**src/hdl/dnc_addressing_consts.svh**
```systemverilog
//////////////////////////////////////////////////////////////////////
// DNC content addressing constants
// Widths, size limits, score shift and clamp, exponent table range
//////////////////////////////////////////////////////////////////////

`ifndef DNC_ADDRESSING_CONSTS_SVH
`define DNC_ADDRESSING_CONSTS_SVH

// Element and type widths
`define DNC_DATA_W    8
`define DNC_SIZE_W    5
`define DNC_BETA_W    8
`define DNC_SIM_W     20
`define DNC_SCORE_W   4
`define DNC_EXP_W     16
`define DNC_SUM_W     20
`define DNC_WEIGHT_W  16

// Matrix limits
`define DNC_MAX_ROWS  16
`define DNC_MAX_COLS  16

// Score = (sim * beta) >>> shift, clamped
`define DNC_SCORE_SHIFT 12
`define DNC_SCORE_MIN   (-8)
`define DNC_SCORE_MAX   (7)

// Exponent table, 2^(score + bias)
`define DNC_EXP_BIAS    8

// Output weight is Q1.15, one divider step per quotient bit
`define DNC_WEIGHT_FRAC 15
`define DNC_DIV_STEPS   16

`endif

```
**src/hdl/dnc_addressing_pkg.sv**
```systemverilog
//////////////////////////////////////////////////////////////////////
// DNC content addressing types and stage FSM encodings
//////////////////////////////////////////////////////////////////////

`default_nettype none

`include "dnc_addressing_consts.svh"

package dnc_addressing_pkg;

  // Key and memory element
  typedef logic signed [`DNC_DATA_W-1:0]   data_t;
  // Row or column count, 1 to 16
  typedef logic        [`DNC_SIZE_W-1:0]   size_t;
  // Key strength, Q4.4
  typedef logic        [`DNC_BETA_W-1:0]   beta_t;
  // Raw dot product of key and row
  typedef logic signed [`DNC_SIM_W-1:0]    sim_t;
  // Clamped score
  typedef logic signed [`DNC_SCORE_W-1:0]  score_t;
  // One-hot power of two
  typedef logic        [`DNC_EXP_W-1:0]    exp_t;
  typedef logic        [`DNC_SUM_W-1:0]    sum_t;
  // Normalized weight, Q1.15
  typedef logic        [`DNC_WEIGHT_W-1:0] weight_t;

  // Similarity stage
  typedef enum logic {load_key, load_rows} sim_state_e;

  // Softmax stage
  typedef enum logic [1:0] {idle, accumulate, divide} norm_state_e;

endpackage

`default_nettype wire

```
**src/hdl/dnc_row_similarity.sv**
```systemverilog
//////////////////////////////////////////////////////////////////////
// Row similarity, key buffer and per-row dot product
//////////////////////////////////////////////////////////////////////

`timescale 1ns/1ps
`default_nettype none

`include "dnc_addressing_consts.svh"

module dnc_row_similarity (
  input  wire                            CLK,
  input  wire                            RST,
  input  wire                            start,
  input  wire dnc_addressing_pkg::size_t size_j,
  input  wire                            k_in_enable,
  input  wire dnc_addressing_pkg::data_t k_in,
  input  wire                            m_in_enable,
  input  wire dnc_addressing_pkg::data_t m_in,
  output logic                           sim_valid,
  output dnc_addressing_pkg::sim_t       sim
);

  localparam int COL_W = $clog2(`DNC_MAX_COLS);

  dnc_addressing_pkg::sim_state_e  state;
  dnc_addressing_pkg::data_t       key_mem [`DNC_MAX_COLS];
  dnc_addressing_pkg::size_t       size_q;
  dnc_addressing_pkg::size_t       last_col;
  logic [COL_W-1:0]                key_idx;
  logic [COL_W-1:0]                col;
  dnc_addressing_pkg::sim_t        acc;
  logic signed [2*`DNC_DATA_W-1:0] prod;
  logic                            start_ok;
  logic                            key_last;
  logic                            col_last;

  assign last_col = size_q - dnc_addressing_pkg::size_t'(1);
  assign key_last = ({1'b0, key_idx} == last_col);
  assign col_last = ({1'b0, col} == last_col);

  // Key word for the current column times the incoming element
  assign prod = key_mem[col] * m_in;

  // Restart only on a word boundary, never in the middle of a key or row
  assign start_ok = start &&
                    ((state == dnc_addressing_pkg::load_key && key_idx == '0) ||
                     (state == dnc_addressing_pkg::load_rows && col == '0));

  //////////////////////////////////////////////////////////////////////
  // Control
  //////////////////////////////////////////////////////////////////////

  always_ff @(posedge CLK or posedge RST) begin
    if (RST) begin
      state     <= dnc_addressing_pkg::load_key;
      size_q    <= '0;
      key_idx   <= '0;
      col       <= '0;
      acc       <= '0;
      sim_valid <= 1'b0;
    end else begin
      sim_valid <= 1'b0;
      if (start_ok) begin
        state   <= dnc_addressing_pkg::load_key;
        size_q  <= size_j;
        key_idx <= '0;
        col     <= '0;
        acc     <= '0;
      end else begin
        case (state)
          dnc_addressing_pkg::load_key: begin
            if (k_in_enable) begin
              // Last key word, matrix may follow next cycle
              if (key_last) begin
                key_idx <= '0;
                state   <= dnc_addressing_pkg::load_rows;
              end else begin
                key_idx <= key_idx + 1'b1;
              end
            end
          end
          dnc_addressing_pkg::load_rows: begin
            if (m_in_enable) begin
              if (col_last) begin
                // Row done, result goes out with sim
                col       <= '0;
                acc       <= '0;
                sim_valid <= 1'b1;
              end else begin
                col <= col + 1'b1;
                acc <= acc + prod;
              end
            end
          end
          default: state <= dnc_addressing_pkg::load_key;
        endcase
      end
    end
  end

  //////////////////////////////////////////////////////////////////////
  // Key storage and row result
  //////////////////////////////////////////////////////////////////////

  always_ff @(posedge CLK) begin
    if (state == dnc_addressing_pkg::load_key && k_in_enable && !start_ok) begin
      key_mem[key_idx] <= k_in;
    end
    // Final column folded in directly
    if (state == dnc_addressing_pkg::load_rows && m_in_enable && col_last && !start_ok) begin
      sim <= acc + prod;
    end
  end

  // Key stream must be over before the matrix stream begins
  assert property (@(posedge CLK) disable iff (RST)
    state == dnc_addressing_pkg::load_rows |-> !k_in_enable)
    else $error("k_in_enable while loading rows");

endmodule

`default_nettype wire

```
**src/hdl/dnc_sharpen_exp2.sv**
```systemverilog
//////////////////////////////////////////////////////////////////////
// Sharpening stage, beta scaling, clamp and power-of-two exponent
//////////////////////////////////////////////////////////////////////

`timescale 1ns/1ps
`default_nettype none

`include "dnc_addressing_consts.svh"

module dnc_sharpen_exp2 (
  input  wire                            CLK,
  input  wire                            RST,
  input  wire                            start,
  input  wire dnc_addressing_pkg::beta_t beta,
  input  wire                            sim_valid,
  input  wire dnc_addressing_pkg::sim_t  sim,
  output logic                           exp_valid,
  output dnc_addressing_pkg::exp_t       exp_val
);

  localparam int PROD_W = `DNC_SIM_W + `DNC_BETA_W + 1;
  localparam int IDX_W  = $clog2(`DNC_EXP_W);

  dnc_addressing_pkg::beta_t  beta_q;
  logic signed [PROD_W-1:0]   product;
  logic signed [PROD_W-1:0]   shifted;
  dnc_addressing_pkg::score_t score;
  logic [IDX_W-1:0]           exp_idx;

  // Beta is unsigned, zero-extend before the signed multiply
  assign product = sim * $signed({1'b0, beta_q});

  // Floor division by 2^12
  assign shifted = product >>> `DNC_SCORE_SHIFT;

  // Saturate to the table range
  always_comb begin
    if (shifted > `DNC_SCORE_MAX) begin
      score = dnc_addressing_pkg::score_t'(`DNC_SCORE_MAX);
    end else if (shifted < `DNC_SCORE_MIN) begin
      score = dnc_addressing_pkg::score_t'(`DNC_SCORE_MIN);
    end else begin
      score = dnc_addressing_pkg::score_t'(shifted);
    end
  end

  // Score -8..7 maps onto bit 0..15
  assign exp_idx = IDX_W'(score + `DNC_EXP_BIAS);

  always_ff @(posedge CLK or posedge RST) begin
    if (RST) begin
      beta_q    <= '0;
      exp_valid <= 1'b0;
    end else begin
      if (start) begin
        beta_q <= beta;
      end
      exp_valid <= sim_valid;
    end
  end

  // Exponent register, one cycle behind sim
  always_ff @(posedge CLK) begin
    if (sim_valid) begin
      exp_val <= dnc_addressing_pkg::exp_t'(1) << exp_idx;
    end
  end

  // Every exponent handed to the normalizer is an exact power of two
  assert property (@(posedge CLK) disable iff (RST)
    exp_valid |-> $onehot(exp_val))
    else $error("exp_val not a power of two");

endmodule

`default_nettype wire

```
**src/hdl/dnc_softmax_normalize.sv**
```systemverilog
//////////////////////////////////////////////////////////////////////
// Softmax normalizer, exponent sum and serial restoring divider
//////////////////////////////////////////////////////////////////////

`timescale 1ns/1ps
`default_nettype none

`include "dnc_addressing_consts.svh"

module dnc_softmax_normalize (
  input  wire                            CLK,
  input  wire                            RST,
  input  wire                            start,
  input  wire dnc_addressing_pkg::size_t size_i,
  input  wire                            exp_valid,
  input  wire dnc_addressing_pkg::exp_t  exp_val,
  output logic                           c_out_enable,
  output dnc_addressing_pkg::weight_t    c_out,
  output logic                           ready
);

  localparam int IDX_W  = $clog2(`DNC_MAX_ROWS);
  localparam int STEP_W = $clog2(`DNC_DIV_STEPS + 1);

  dnc_addressing_pkg::norm_state_e state;
  dnc_addressing_pkg::exp_t        exp_buf [`DNC_MAX_ROWS];
  dnc_addressing_pkg::size_t       size_q;
  dnc_addressing_pkg::size_t       last_idx;
  dnc_addressing_pkg::size_t       in_cnt;
  dnc_addressing_pkg::size_t       row_cnt;
  logic [STEP_W-1:0]               step;
  dnc_addressing_pkg::sum_t        sum_q;
  dnc_addressing_pkg::sum_t        rem;
  logic [`DNC_DIV_STEPS-1:0]       shreg;
  dnc_addressing_pkg::weight_t     quot;
  logic [`DNC_SUM_W:0]             trial;
  logic                            q_bit;
  logic                            last_step;
  dnc_addressing_pkg::exp_t        cur_exp;

  assign last_idx  = size_q - dnc_addressing_pkg::size_t'(1);
  assign last_step = (step == STEP_W'(`DNC_DIV_STEPS));
  assign cur_exp   = exp_buf[row_cnt[IDX_W-1:0]];

  // Trial subtract on the remainder with the next dividend bit shifted in
  assign trial = {rem, shreg[`DNC_DIV_STEPS-1]} - {1'b0, sum_q};
  assign q_bit = ~trial[`DNC_SUM_W];

  //////////////////////////////////////////////////////////////////////
  // Control FSM
  //////////////////////////////////////////////////////////////////////

  always_ff @(posedge CLK or posedge RST) begin
    if (RST) begin
      state        <= dnc_addressing_pkg::idle;
      size_q       <= '0;
      in_cnt       <= '0;
      row_cnt      <= '0;
      step         <= '0;
      c_out_enable <= 1'b0;
      ready        <= 1'b0;
    end else begin
      c_out_enable <= 1'b0;
      // Weight just emitted was the last one
      ready <= c_out_enable && (state == dnc_addressing_pkg::idle);
      case (state)
        dnc_addressing_pkg::idle: begin
          if (start) begin
            size_q  <= size_i;
            in_cnt  <= '0;
            row_cnt <= '0;
            state   <= dnc_addressing_pkg::accumulate;
          end
        end
        dnc_addressing_pkg::accumulate: begin
          if (exp_valid) begin
            in_cnt <= in_cnt + 1'b1;
            if (in_cnt == last_idx) begin
              step  <= '0;
              state <= dnc_addressing_pkg::divide;
            end
          end
        end
        dnc_addressing_pkg::divide: begin
          // Step 0 is setup, steps 1..16 produce quotient bits
          if (last_step) begin
            step         <= '0;
            c_out_enable <= 1'b1;
            row_cnt      <= row_cnt + 1'b1;
            if (row_cnt == last_idx) begin
              state <= dnc_addressing_pkg::idle;
            end
          end else begin
            step <= step + 1'b1;
          end
        end
        default: state <= dnc_addressing_pkg::idle;
      endcase
    end
  end

  //////////////////////////////////////////////////////////////////////
  // Exponent buffer, sum and divider datapath
  //////////////////////////////////////////////////////////////////////

  always_ff @(posedge CLK) begin
    if (state == dnc_addressing_pkg::idle && start) begin
      sum_q <= '0;
    end
    if (state == dnc_addressing_pkg::accumulate && exp_valid) begin
      exp_buf[in_cnt[IDX_W-1:0]] <= exp_val;
      sum_q                      <= sum_q + dnc_addressing_pkg::sum_t'(exp_val);
    end
    if (state == dnc_addressing_pkg::divide) begin
      if (step == '0) begin
        // Dividend exp * 2^15, its top bits already below the sum
        rem   <= dnc_addressing_pkg::sum_t'(cur_exp >> 1);
        shreg <= {cur_exp[0], {`DNC_WEIGHT_FRAC{1'b0}}};
        quot  <= '0;
      end else begin
        if (q_bit) begin
          rem <= trial[`DNC_SUM_W-1:0];
        end else begin
          rem <= {rem[`DNC_SUM_W-2:0], shreg[`DNC_DIV_STEPS-1]};
        end
        shreg <= shreg << 1;
        quot  <= {quot[`DNC_WEIGHT_W-2:0], q_bit};
        if (last_step) begin
          c_out <= {quot[`DNC_WEIGHT_W-2:0], q_bit};
        end
      end
    end
  end

  // A new request while a run is in flight is dropped
  assert property (@(posedge CLK) disable iff (RST)
    start |-> state == dnc_addressing_pkg::idle)
    else $warning("start while busy ignored");

  // Exponents only arrive while a run is collecting them
  assert property (@(posedge CLK) disable iff (RST)
    exp_valid |-> state == dnc_addressing_pkg::accumulate)
    else $error("exponent outside accumulate");

endmodule

`default_nettype wire

```
**src/hdl/dnc_content_addressing.sv**
```systemverilog
//////////////////////////////////////////////////////////////////////
// DNC content addressing, similarity to exponent to softmax pipeline
//////////////////////////////////////////////////////////////////////

`timescale 1ns/1ps
`default_nettype none

module dnc_content_addressing (
  input  wire                            CLK,
  input  wire                            RST,
  input  wire                            start,
  input  wire dnc_addressing_pkg::size_t size_i_in,
  input  wire dnc_addressing_pkg::size_t size_j_in,
  input  wire dnc_addressing_pkg::beta_t beta_in,
  input  wire                            k_in_enable,
  input  wire dnc_addressing_pkg::data_t k_in,
  input  wire                            m_in_enable,
  input  wire dnc_addressing_pkg::data_t m_in,
  output logic                           c_out_enable,
  output dnc_addressing_pkg::weight_t    c_out,
  output logic                           ready
);

  // Similarity to exponent
  logic                     sim_valid;
  dnc_addressing_pkg::sim_t sim;

  // Exponent to normalizer
  logic                     exp_valid;
  dnc_addressing_pkg::exp_t exp_val;

  // Dot product of key with each row
  dnc_row_similarity row_similarity_inst (
    .CLK        (CLK),
    .RST        (RST),
    .start      (start),
    .size_j     (size_j_in),
    .k_in_enable(k_in_enable),
    .k_in       (k_in),
    .m_in_enable(m_in_enable),
    .m_in       (m_in),
    .sim_valid  (sim_valid),
    .sim        (sim)
  );

  // Beta sharpening and 2^score
  dnc_sharpen_exp2 sharpen_exp2_inst (
    .CLK      (CLK),
    .RST      (RST),
    .start    (start),
    .beta     (beta_in),
    .sim_valid(sim_valid),
    .sim      (sim),
    .exp_valid(exp_valid),
    .exp_val  (exp_val)
  );

  // Sum and divide, one weight per row
  dnc_softmax_normalize softmax_normalize_inst (
    .CLK         (CLK),
    .RST         (RST),
    .start       (start),
    .size_i      (size_i_in),
    .exp_valid   (exp_valid),
    .exp_val     (exp_val),
    .c_out_enable(c_out_enable),
    .c_out       (c_out),
    .ready       (ready)
  );

endmodule

`default_nettype wire

```
**config.mk**
```make
export PLATFORM = sky130hd
export DESIGN_NAME = dnc_content_addressing
export DESIGN_NICKNAME = d
export VERILOG_FILES = /design/src/hdl/dnc_addressing_pkg.sv /design/src/hdl/dnc_row_similarity.sv /design/src/hdl/dnc_sharpen_exp2.sv /design/src/hdl/dnc_softmax_normalize.sv /design/src/hdl/dnc_content_addressing.sv
export VERILOG_INCLUDE_DIRS = /design/src /design/src/hdl
export SDC_FILE = /design/constraint.sdc
export NUM_CORES = 1
export LEC_CHECK = 0
export BUFFER_PORTS_ARGS = -buffer_cell sky130_fd_sc_hd__buf_2
export CORE_AREA = 3 3 290 292
export CTS_CLUSTER_DIAMETER = 40
export CTS_CLUSTER_SIZE = 8
export DETAILED_ROUTE_END_ITERATION = 6
export DIE_AREA = 0 0 293 295
export PLACE_DENSITY_LB_ADDON = 0.2
export SLEW_MARGIN = 20
export SYNTH_ARGS = -nofsm -noshare
export SYNTH_HDL_FRONTEND = slang
export SYNTH_SLANG_ARGS = --single-unit
```
**constraint.sdc**
```tcl
create_clock -name CLK -period 6.4 [get_ports CLK]
set_clock_uncertainty 0.1 [all_clocks]
set_input_delay 0.32 -clock CLK [delete_from_list [all_inputs] [get_ports CLK]]
set_output_delay 0.32 -clock CLK [all_outputs]
set_load 0.05 [all_outputs]
```
## Word-level counts from Yosys, hierarchy flattened

Memories as Yosys holds them, arrays and structs flattened.
Index checks and enable logic that the tools add are counted.

- Bits of input ports: 39
- Register bits after elaboration: 191
- Memories: 2
- Output and inout bits: 18
- Memory bits (writable): 384
- Word-level logic and storage cells: 138

Memories:

| name | depth | bits a word | read ports | clocked after memory_dff | wr ports | line | RTL |
|---|---|---|---|---|---|---|---|
| softmax_normalize_inst.exp_buf | 16 | 16 | 1 | 0 | 1 | dnc_softmax_normalize.sv:26 | `` dnc_addressing_pkg::exp_t exp_buf [`DNC_MAX_ROWS]; `` |
| row_similarity_inst.key_mem | 16 | 8 | 1 | 0 | 1 | dnc_row_similarity.sv:26 | `` dnc_addressing_pkg::data_t key_mem [`DNC_MAX_COLS]; `` |

- Add/subtract/negate cells: 11
- $lt $le $gt $ge: 2
- Shift operators: 1
- Multiply operators: 2
- Reductions and logical operators: 32
- Eq/ne operators: 13
- Muxes and demuxes: 48
- Bitwise logic cells: 3

Operators with widths:

| operator | count |
|---|---|
| 20-bit two-way mux | 7 |
| 20-bit by 16-bit adder with 20-bit output | 2 |
| 4-bit two-way mux | 10 |
| 5-bit two-way mux | 6 |
| 5-bit one-hot mux with 2 select lines | 3 |
| 20-bit by 9-bit multiplier with 29-bit output | 1 |
| 21-bit by 20-bit subtractor with 21-bit output | 1 |
| 17-bit by 4-bit greater-than comparator with 1-bit output (second input constant) | 1 |
| 17-bit by 4-bit less-than comparator with 1-bit output (second input constant) | 1 |
| 8-bit by 8-bit multiplier with 16-bit output | 1 |
| 16-bit two-way mux | 1 |
| 1-bit by 4-bit << shifter with 16-bit output (first input constant) | 1 |
| 5-bit by 1-bit adder with 5-bit output (second input constant) | 3 |
| 15-bit two-way mux | 1 |
| 1-bit two-way mux | 14 |
| 2-bit nonzero test | 7 |
| 3-bit AND reduction | 4 |
| 1-bit logical AND | 11 |
| 4-bit by 5-bit equality test with 1-bit output | 2 |
| 5-bit equality test | 2 |
| 2-bit two-way mux | 5 |
| 5-bit by 1-bit subtractor with 5-bit output (second input constant) | 2 |
| 4-bit by 1-bit adder with 4-bit output (second input constant) | 2 |
| 4-bit logical NOT | 2 |
| other kinds (14) | 22 |

## Depth between registers and ports, before layout

Gate-level depths: netlist of the first run.

- Depth after elaboration: 8
- Gate-level depth with buffers: 26

## By module

Synthesis of the first run repeated with hierarchy kept, for this count alone.

- Cell total of the unflattened synthesis: 2536
- Area total of the unflattened synthesis: 33329.5 um^2

Modules (own cells, without submodules):

| module | cells each | times used | area an instance (um^2) |
|---|---|---|---|
| dnc_softmax_normalize | 936 | 1 | 15469.8 |
| dnc_row_similarity | 804 | 1 | 10871.7 |
| dnc_sharpen_exp2 | 796 | 1 | 6988.0 |

## Worst setup path after synthesis of the first run

Ideal clock, no wire load.

- Path kind: register to register
- Start: register row_similarity_inst.col[0]
- End: register row_similarity_inst.sim[18] (data pin)
- Data required time: 6.042 ns
- Arrival time: 6.459 ns
- Stages on the path, launching flop included: 22
- Clock period less this slack: 6.817 ns
- Slack: -0.417 ns
- Cells stage by stage: dfrtp_1 clkbuf_1 buf_2 mux4_2 mux4_2 and2_1 fa_1 inv_1 fa_1 inv_1 fa_1 fa_1 fa_1 ha_1 o21ai_0 a21boi_0 o21ai_0 a21oi_1 o2111ai_1 nand3_1 a31oi_1 xnor2_1

- Cells in the longest elaborated chain, start to end: 3

RTL lines:

| item | line | RTL |
|---|---|---|
| start: declaration | dnc_row_similarity.sv:30 | `logic [COL_W-1:0] col;` |
| start signal: assignment | dnc_row_similarity.sv:90 | `col <= col + 1'b1;` |
| memory read 16 x 8 bit | - |  |
| 8-bit by 8-bit multiplier with 16-bit output | dnc_row_similarity.sv:42 | `assign prod = key_mem[col] * m_in;` |
| 20-bit by 16-bit adder with 20-bit output | dnc_row_similarity.sv:111 | `sim <= acc + prod;` |
| end signal: assignment | dnc_row_similarity.sv:111 |  |
| end: declaration | dnc_row_similarity.sv:20 | `output dnc_addressing_pkg::sim_t sim` |

Every way passes these cells.
A chain may end at the register's enable or synchronous reset.

## Worst setup path after layout of the first run

- Start: register row_similarity_inst.col[0]
- End: register row_similarity_inst.acc[19]

- Cells in the longest elaborated chain, start to end: 7

RTL lines:

| item | line | RTL |
|---|---|---|
| memory read 16 x 8 bit | - |  |
| 8-bit by 8-bit multiplier with 16-bit output | dnc_row_similarity.sv:42 |  |
| 20-bit by 16-bit adder with 20-bit output | dnc_row_similarity.sv:91 | `acc <= acc + prod;` |
| 20-bit two-way mux | dnc_row_similarity.sv:84 | `if (col_last) begin` |
| 20-bit two-way mux | dnc_row_similarity.sv:83 | `if (m_in_enable) begin` |
| 20-bit two-way mux | dnc_row_similarity.sv:70 | `case (state)` |
| 20-bit two-way mux | dnc_row_similarity.sv:63 | `if (start_ok) begin` |
| end signal: assignment | dnc_row_similarity.sv:91 |  |
| end: declaration | dnc_row_similarity.sv:31 | `dnc_addressing_pkg::sim_t acc;` |

Several ways; a longest one is shown, not always the timed one. The select of a mux whose other input is x is not followed.

==> results of run 1 <==
## power groups by stage
stage               clock [mW]  sequential, mW  combinational (mW)
floorplan                    0            4.68                8.91
CTS                       4.96            4.71                12.0
detailed placement           0            4.77                11.6
global route              5.14            4.73                15.4
finish                    4.84            4.71                13.6
global placement             0            4.77                11.5
## what timing repair did
action                                  CTS  global route
cloned                                    0             0
pin swaps                                 0            26
resized for setup                        10            51
setup buffers                             3            12
hold buffers                             29             0
hold endpoints to repair                173             0
endpoints found under the setup margin    9            26
## area by class of cell
type                            instances  area share, %
Antenna cell                            1       0.006517
Clock buffer                          122          6.702
Clock inverter                         45          1.346
Inverter                              312          3.053
Multi-Input combinational cell       1455          39.00
Sequential cell                       560          42.94
Tap cell                             1070          3.486
Timing Repair Buffer                  170          3.460
## cell usage in the layout, fill, tap and decap left out, drive strengths merged, types with 20 or more instances in the layout
cell type | synthesis | routed
xnor2 | 58 | 58
and2 | 147 | 147
edfxtp | 492 | 492
inv | 312 | 314
a21oi | 56 | 56
clkinv | 0 | 28
mux2i | 21 | 21
nand3 | 26 | 26
xor2 | 37 | 37
nor3 | 41 | 41
clkbuf | 59 | 122
a22o | 20 | 20
dlygate4sd3 | 0 | 29
ha | 151 | 151
mux4 | 120 | 120
nand2 | 186 | 186
nor2 | 101 | 101
fa | 215 | 215
o21ai | 60 | 60
buf | 14 | 141
dfrtp | 68 | 68
nor2b | 27 | 27
nand2b | 21 | 21
## kinds of logic (layout without fill, tap and decap cells)
family	Yosys count	count (layout)
simple gates	605	605
buf+inv	385	649
flops	560	560
compound gates	235	235
other cells	0	1
mux	154	154
xor+xnor	95	95
fa+ha+maj	366	366
## state kept, by name, summed over array words and instances (netlist names), 2 cells and up
register                        count
softmax_normalize_inst.exp_buf    256
row_similarity_inst.key_mem       128
row_similarity_inst.acc            20
row_similarity_inst.sim            20
softmax_normalize_inst.rem         20
softmax_normalize_inst.sum_q       20
sharpen_exp2_inst.exp_val          16
softmax_normalize_inst.c_out       16
softmax_normalize_inst.quot        15
sharpen_exp2_inst.beta_q            8
row_similarity_inst.size_q          5
softmax_normalize_inst.in_cnt       5
softmax_normalize_inst.row_cnt      5
softmax_normalize_inst.size_q       5
softmax_normalize_inst.step         5
row_similarity_inst.col             4
row_similarity_inst.key_idx         4
softmax_normalize_inst.state        2
## worst max-delay path, cell delays in order (launching register included)
cell and delay, ns:
dfrtp_2 0.42, buf_8 0.15, mux4_2 0.51, mux4_2 0.53, buf_6 0.14, and2_4 0.15
fa_1 0.51, inv_2 0.04, fa_1 0.54, inv_2 0.04, fa_1 0.52, fa_1 0.44
fa_1 0.52, ha_4 0.31, inv_1 0.05, o21ai_2 0.15, o211ai_1 0.14, a31o_2 0.29
o2111ai_2 0.19, a21oi_2 0.08, xor2_1 0.15, a22o_1 0.21
## through the flow
stage / setup TNS [ns] / cell area, µm² / instances
2_1_floorplan: 0 / 32650 / 2400
3_3_place_gp: -0.06012 / 34590 / 3523
3_5_place_dp: -0.3150 / 34610 / 3523
4_1_cts: 0 / 38050 / 3722
5_1_grt: -0.7385 / 38400 / 3734
6_report: 0 / 38400 / 3735
## per-layer routing
metal  vias to the layer above  wire, µm  track usage [%]
met5                         -         0                0
li1                       8850         -                -
met2                       459     37470            30.03
met1                      9790     31660            23.25
met3                       130      3590            3.148
met4                         0      1705            4.538
## Yosys cell counts (57+ instances only)
master / number / share of area, %
xnor2_1: 57 / 1.5
mux4_2: 120 / 8.3
nor2_1: 100 / 1.2
edfxtp_1: 492 / 45
fa_1: 215 / 13
nand2_1: 186 / 2.1
inv_1: 312 / 3.6
and2_1: 142 / 2.7
o21ai_0: 60 / 0.92
dfrtp_1: 68 / 5.2
clkbuf_1: 59 / 0.68
ha_1: 151 / 5.8
## worst max-delay path by stage
stage | to | slack (ns) | cells past startpoint
after detailed placement | row_similarity_inst.sim[18] | -0.10 | 20
after floorplan | row_similarity_inst.sim[18] | 0.01 | 20
after global placement | row_similarity_inst.sim[18] | -0.05 | 20
after global routing | row_similarity_inst.acc[18] | -0.15 | 22
after CTS | row_similarity_inst.acc[18] | 0.02 | 20
final | row_similarity_inst.acc[19] | 0.05 | 21
==> run metrics, run 1 <==
result of the run completed; Least-Margin Pin Slew ~1.2 ns; HPWL after DPL 51.12 mm; HP Class input pin to asynchronous set/reset pin; Pleak around 14 nW; DRT Pass-1 Iters 5; Comb pwr share around 59%; largest family of logic cells by synthesized area adder cells; total gr overflow 0; CTS tree yes; drt drc 0; Net Sw Frac 40.01%; R2R Path End row_similarity_inst.acc[19]; Die Y-Extent between 200 and 300 µm; mux share of post-synthesis cell area 9.375%; Ports 57; Rows ~110; core box area around 82000 µm²; R2R Path Start row_similarity_inst.col[0]; final setup fails 0; Critical Path Source Type flip-flop; Routed Antenna Nets 0; clock sink count between 500 and 600; area of the multi-input gates 14980 µm²; Flop pwr share around a fifth; Final nets around 3000; IO buf count between 50 and 60; final hold vios 0; max-slew violation count 0; Synth Instances 2400; FF+latch count, synth 560; clk slew on worst S/H paths roughly 0.050 ns; maximum clock frequency ~160 MHz; syn_nets 2805; vias in the first global route between 20000 and 25000; internal reg-to-reg setup slack between 0.05 and 0.06 ns; total track usage ~18%; worst path required time just under 7 ns; die width 293 µm; Max clock buf depth 3; Seq. cell area 16490 µm²; number of synthesized flops with an enable pin 492; Synth Flop Type edfxtp_1; area delta synth->final 17.68%; pre-CTS setup slack -0.1024 ns; DR vias/cell between 5 and 6; latest clock arrival within the worst-skew pair between 0.6 and 0.7 ns; final core utilization a little under half; FFs w/ async S/R, synth between 10% and 20%; Max Cap Viol 0; Internal 13.87 mW; worst setup margin between 0.05 and 0.06 ns; Slew headroom 22.21%; Crit path arrival time 6.74 ns; largest net degree at the start of global routing 49; crit path launch row_similarity_inst.col[0]; fillers ~7000; Worst setup EP type flip-flop; R2R depth 21; ratio of cells with drive above 1 in the final layout a little under a fifth; antenna violations before repair 2; CTS HTree Levels 3; Seq/Total Area, Yosys between 50% and 60%; Die ar. just under 90000 µm²; simple-gate share of the synthesized area 9.306%; Adder-Cell Fraction of Synth Area between 10% and 20%; RSZ-0062 raised after global routing yes; final WL about 74 mm; YS warnings 0; Pwr Total roughly 23 mW; via count ~19000; critical setup path kind flip-flop to flip-flop; Compound-Gate Fraction of Synth Area roughly 4.8%; Routed WL per cell 19.93 µm; crit path time final about 6.3 ns; Min Hold Slack between 0.1 and 0.15 ns; mapped cell area around 33000 µm²; Root Buffer clkbuf_16; clock share of power between 20% and 30%; routability cong. roughly 0.80; Starting Density between 30% and 40%; CP max FO 5; DRT iter0 DRCs ~1000; global-route wire length before repair between 100 and 150 mm; Final period util between 90% and 100%; Peak VDD IR between 0.0009 and 0.001 V; syn avg cell area 13.60 µm²; power density over the cells 602.1 nW/µm²; Num CTS Buffers 99; distinct cell type count of the synthesized netlist approximately 70; switching power 9.250 mW; post-synthesis xor/xnor area fraction about 2.6%
No activity file was read; power rests on OpenSTA's default activity.
==> run 2: changes to the inputs <==
PLACE_DENSITY_LB_ADDON = default   (was 0.2)
SLEW_MARGIN = 25   (was 20)
==> run 2 against run 1 <==
Effect of this change: the run now ends with setup timing left; first-iteration DRC count up 5.9%; maximum frequency is 0.90% lower; sequential share of layout area is 0.11 points lower; critical path depth rose by 2; register-to-register slack worse by 0.06 ns; die area unchanged; utilization increased by 0.12 points; global-route usage shrank 0.19 points; critical path type unchanged.
==> run metrics, run 2 (synthesis results as in run 1) <==
result of the run finished, violations left; failing checks setup timing; DRT iter0 DRCs 1107 (+5.9%); final WL 73.29 mm (-1.5%); R2R depth 23 (+9.5%); Die Y-Extent 295 µm (unchanged); HP Class input pin to asynchronous set/reset pin; Ports 57 (unchanged); ratio of cells with drive above 1 in the final layout 19.22% (+0.64 points); final setup fails 1 (+1); Worst path most repeated cell fa_1; crit path time final 6.407 ns (+0.05772 ns); HPWL after DPL 50.40 mm (-1.4%); via count 19360 (+0.70%); Worst setup EP type flip-flop; clk slew on worst S/H paths 0.05 ns (about the same); Final nets 2989 (-0.47%); worst path required time 6.83 ns (+0.04 ns); Least-Margin Pin Slew 1.030 ns (-0.1323 ns); core box area 81850 µm² (unchanged); clock sink count 560 (unchanged); R2R Path Start row_similarity_inst.col[0]; Routed WL per cell 19.68 µm (-1.3%); antenna violations before repair 0 (-2); total track usage 17.36% (-0.19 points); Final period util 100.1% (+0.90 points); commonest non-fill, non-tap cell in the layout edfxtp_1; fillers 7142 (-0.50%); cell family with the largest share of critical-path delay adder cells; IO buf count 56 (unchanged); worst setup margin -0.006989 ns (-0.05772 ns); area delta synth->final 17.98%; Num CTS Buffers 97 (-2.0%); Crit path arrival time 6.83 ns (+0.09 ns); global-route wire length before repair 116.8 mm (-0.38%); routability cong. 0.8278 (+4.1%); CP max-delay cell mux4_2; RSZ-0062 raised after global routing yes; largest net degree at the start of global routing 44 (-10%); CTS tree yes; Starting Density 39.87% (unchanged); R2R Path End row_similarity_inst.acc[19]; Max Cap Viol 0 (unchanged); Slew headroom 30.94% (+8.7 points); Critical Path Source Type flip-flop; die width 293 µm (unchanged); CP max FO 7 (+2); Die ar. 86440 µm² (unchanged); CP Cell Sequence buf_12 -> buf_12 -> buf_12 -> mux4_2 -> mux4_2 -> buf_6 -> and2_4 -> buf_6 -> buf_4 -> fa_1 -> fa_1 -> inv_1 -> fa_1 -> inv_1 -> fa_1 -> ha_1 -> ha_2 -> a21oi_2 -> a31o_2 -> o2111ai_2 -> a21oi_2 -> xor2_1 -> a22o_1; Routed Antenna Nets 0 (unchanged); WP buf/inv 8 (+3); final core utilization 47.04% (+0.12 points); maximum clock frequency 156.1 MHz (-0.90%); Largest register FFs 256 (unchanged); Rows 105 (unchanged); CP peak stage delay 0.54 ns (about the same); area of the multi-input gates 15050 µm² (+0.49%); setup_tns -0.006989 ns (-0.006989 ns); commonest cells after routing, fill and taps aside edfxtp_1, inv_1, fa_1, nand2_1, ha_1; final hold vios 0 (unchanged); total gr overflow 0 (unchanged); Root Buffer clkbuf_16; vias in the first global route 20720 (+2.0%); critical setup path kind flip-flop to flip-flop; drt drc 0 (unchanged); DRT Pass-1 Iters 5 (unchanged); Max clock buf depth 3 (unchanged); pre-CTS setup slack -0.1626 ns (-0.06024 ns); latest clock arrival within the worst-skew pair 0.67 ns (about the same); internal reg-to-reg setup slack -0.007 ns (-0.06 ns); CTS HTree Levels 3 (unchanged); Seq. cell area 16490 µm² (unchanged); max-slew violation count 0 (unchanged); DR vias/cell 5.198 (+0.97%)
-- run 2: cell count changes in the layout (fill, tap and decap cells not counted), moves of 5 or more --
| cell | before | now |
|---|---|---|
| and2_2 | 5 | 16 |
| clkbuf_1 | 22 | 28 |
| buf_4 | 70 | 61 |
| clkbuf_8 | 1 | 7 |
| and2_1 | 140 | 125 |
| clkinvlp_4 | 10 | 5 |
-- run 2: worst max-delay path by stage --
stage,start,end,cells after the start
after floorplan,row_similarity_inst.col[0],row_similarity_inst.sim[18],20
after global placement,row_similarity_inst.col[0],row_similarity_inst.sim[18],20
after detailed placement,row_similarity_inst.col[0],row_similarity_inst.sim[18],20
after CTS,row_similarity_inst.col[0],row_similarity_inst.sim[18],20
after global routing,row_similarity_inst.col[0],row_similarity_inst.acc[16],26
final,row_similarity_inst.col[0],row_similarity_inst.acc[19],23
-- run 2: layout make-up --
cell class / instances / area share [%]
Tap cell: 1070 / 3.478
Timing Repair Buffer: 158 / 3.172
Sequential cell: 560 / 42.83
Antenna cell: 1 / 0.006500
Inverter: 312 / 3.045
Clock buffer: 132 / 6.828
Clock inverter: 37 / 1.541
Multi-Input combinational cell: 1455 / 39.10
-- run 2: tightest hold or removal path: stages --
cell and delay [ns]:
dlygate4sd3_1 0.53, buf_2 0.12, clkinv_2 0.34
-- run 2: repair_timing --
item,4_1_cts,5_1_grt
hold endpoints to repair,173,0
endpoints found under the setup margin,8,29
hold buffers,28,0
pin swaps,5,35
buffers inserted,1,18
gates resized for setup,20,62
-- run 2: routing by layer --
metal / routed length [µm] / vias to the layer above / global-route usage (%)
met1: 30670 / 9933 / 22.36
met3: 3770 / 152 / 3.185
met2: 36760 / 463 / 29.79
li1: - / 8815 / -
met4: 2091 / 0 / 5.798
met5: 0 / - / 0
-- run 2: through the flow --
stage | instances | hold slack (ns) | cell area, µm²
2_1_floorplan | 2400 | 0.3003 | 32650
3_3_place_gp | 3507 | 0.2704 | 34440
3_5_place_dp | 3507 | 0.2725 | 34460
4_1_cts | 3705 | 0.1135 | 38070
5_1_grt | 3724 | 0.1483 | 38500
6_report | 3725 | 0.1324 | 38500
Power of run 2 is left out: the tool's default activity adds up to more than one toggle a clock period on the data nets, which glitch-free logic cannot reach.
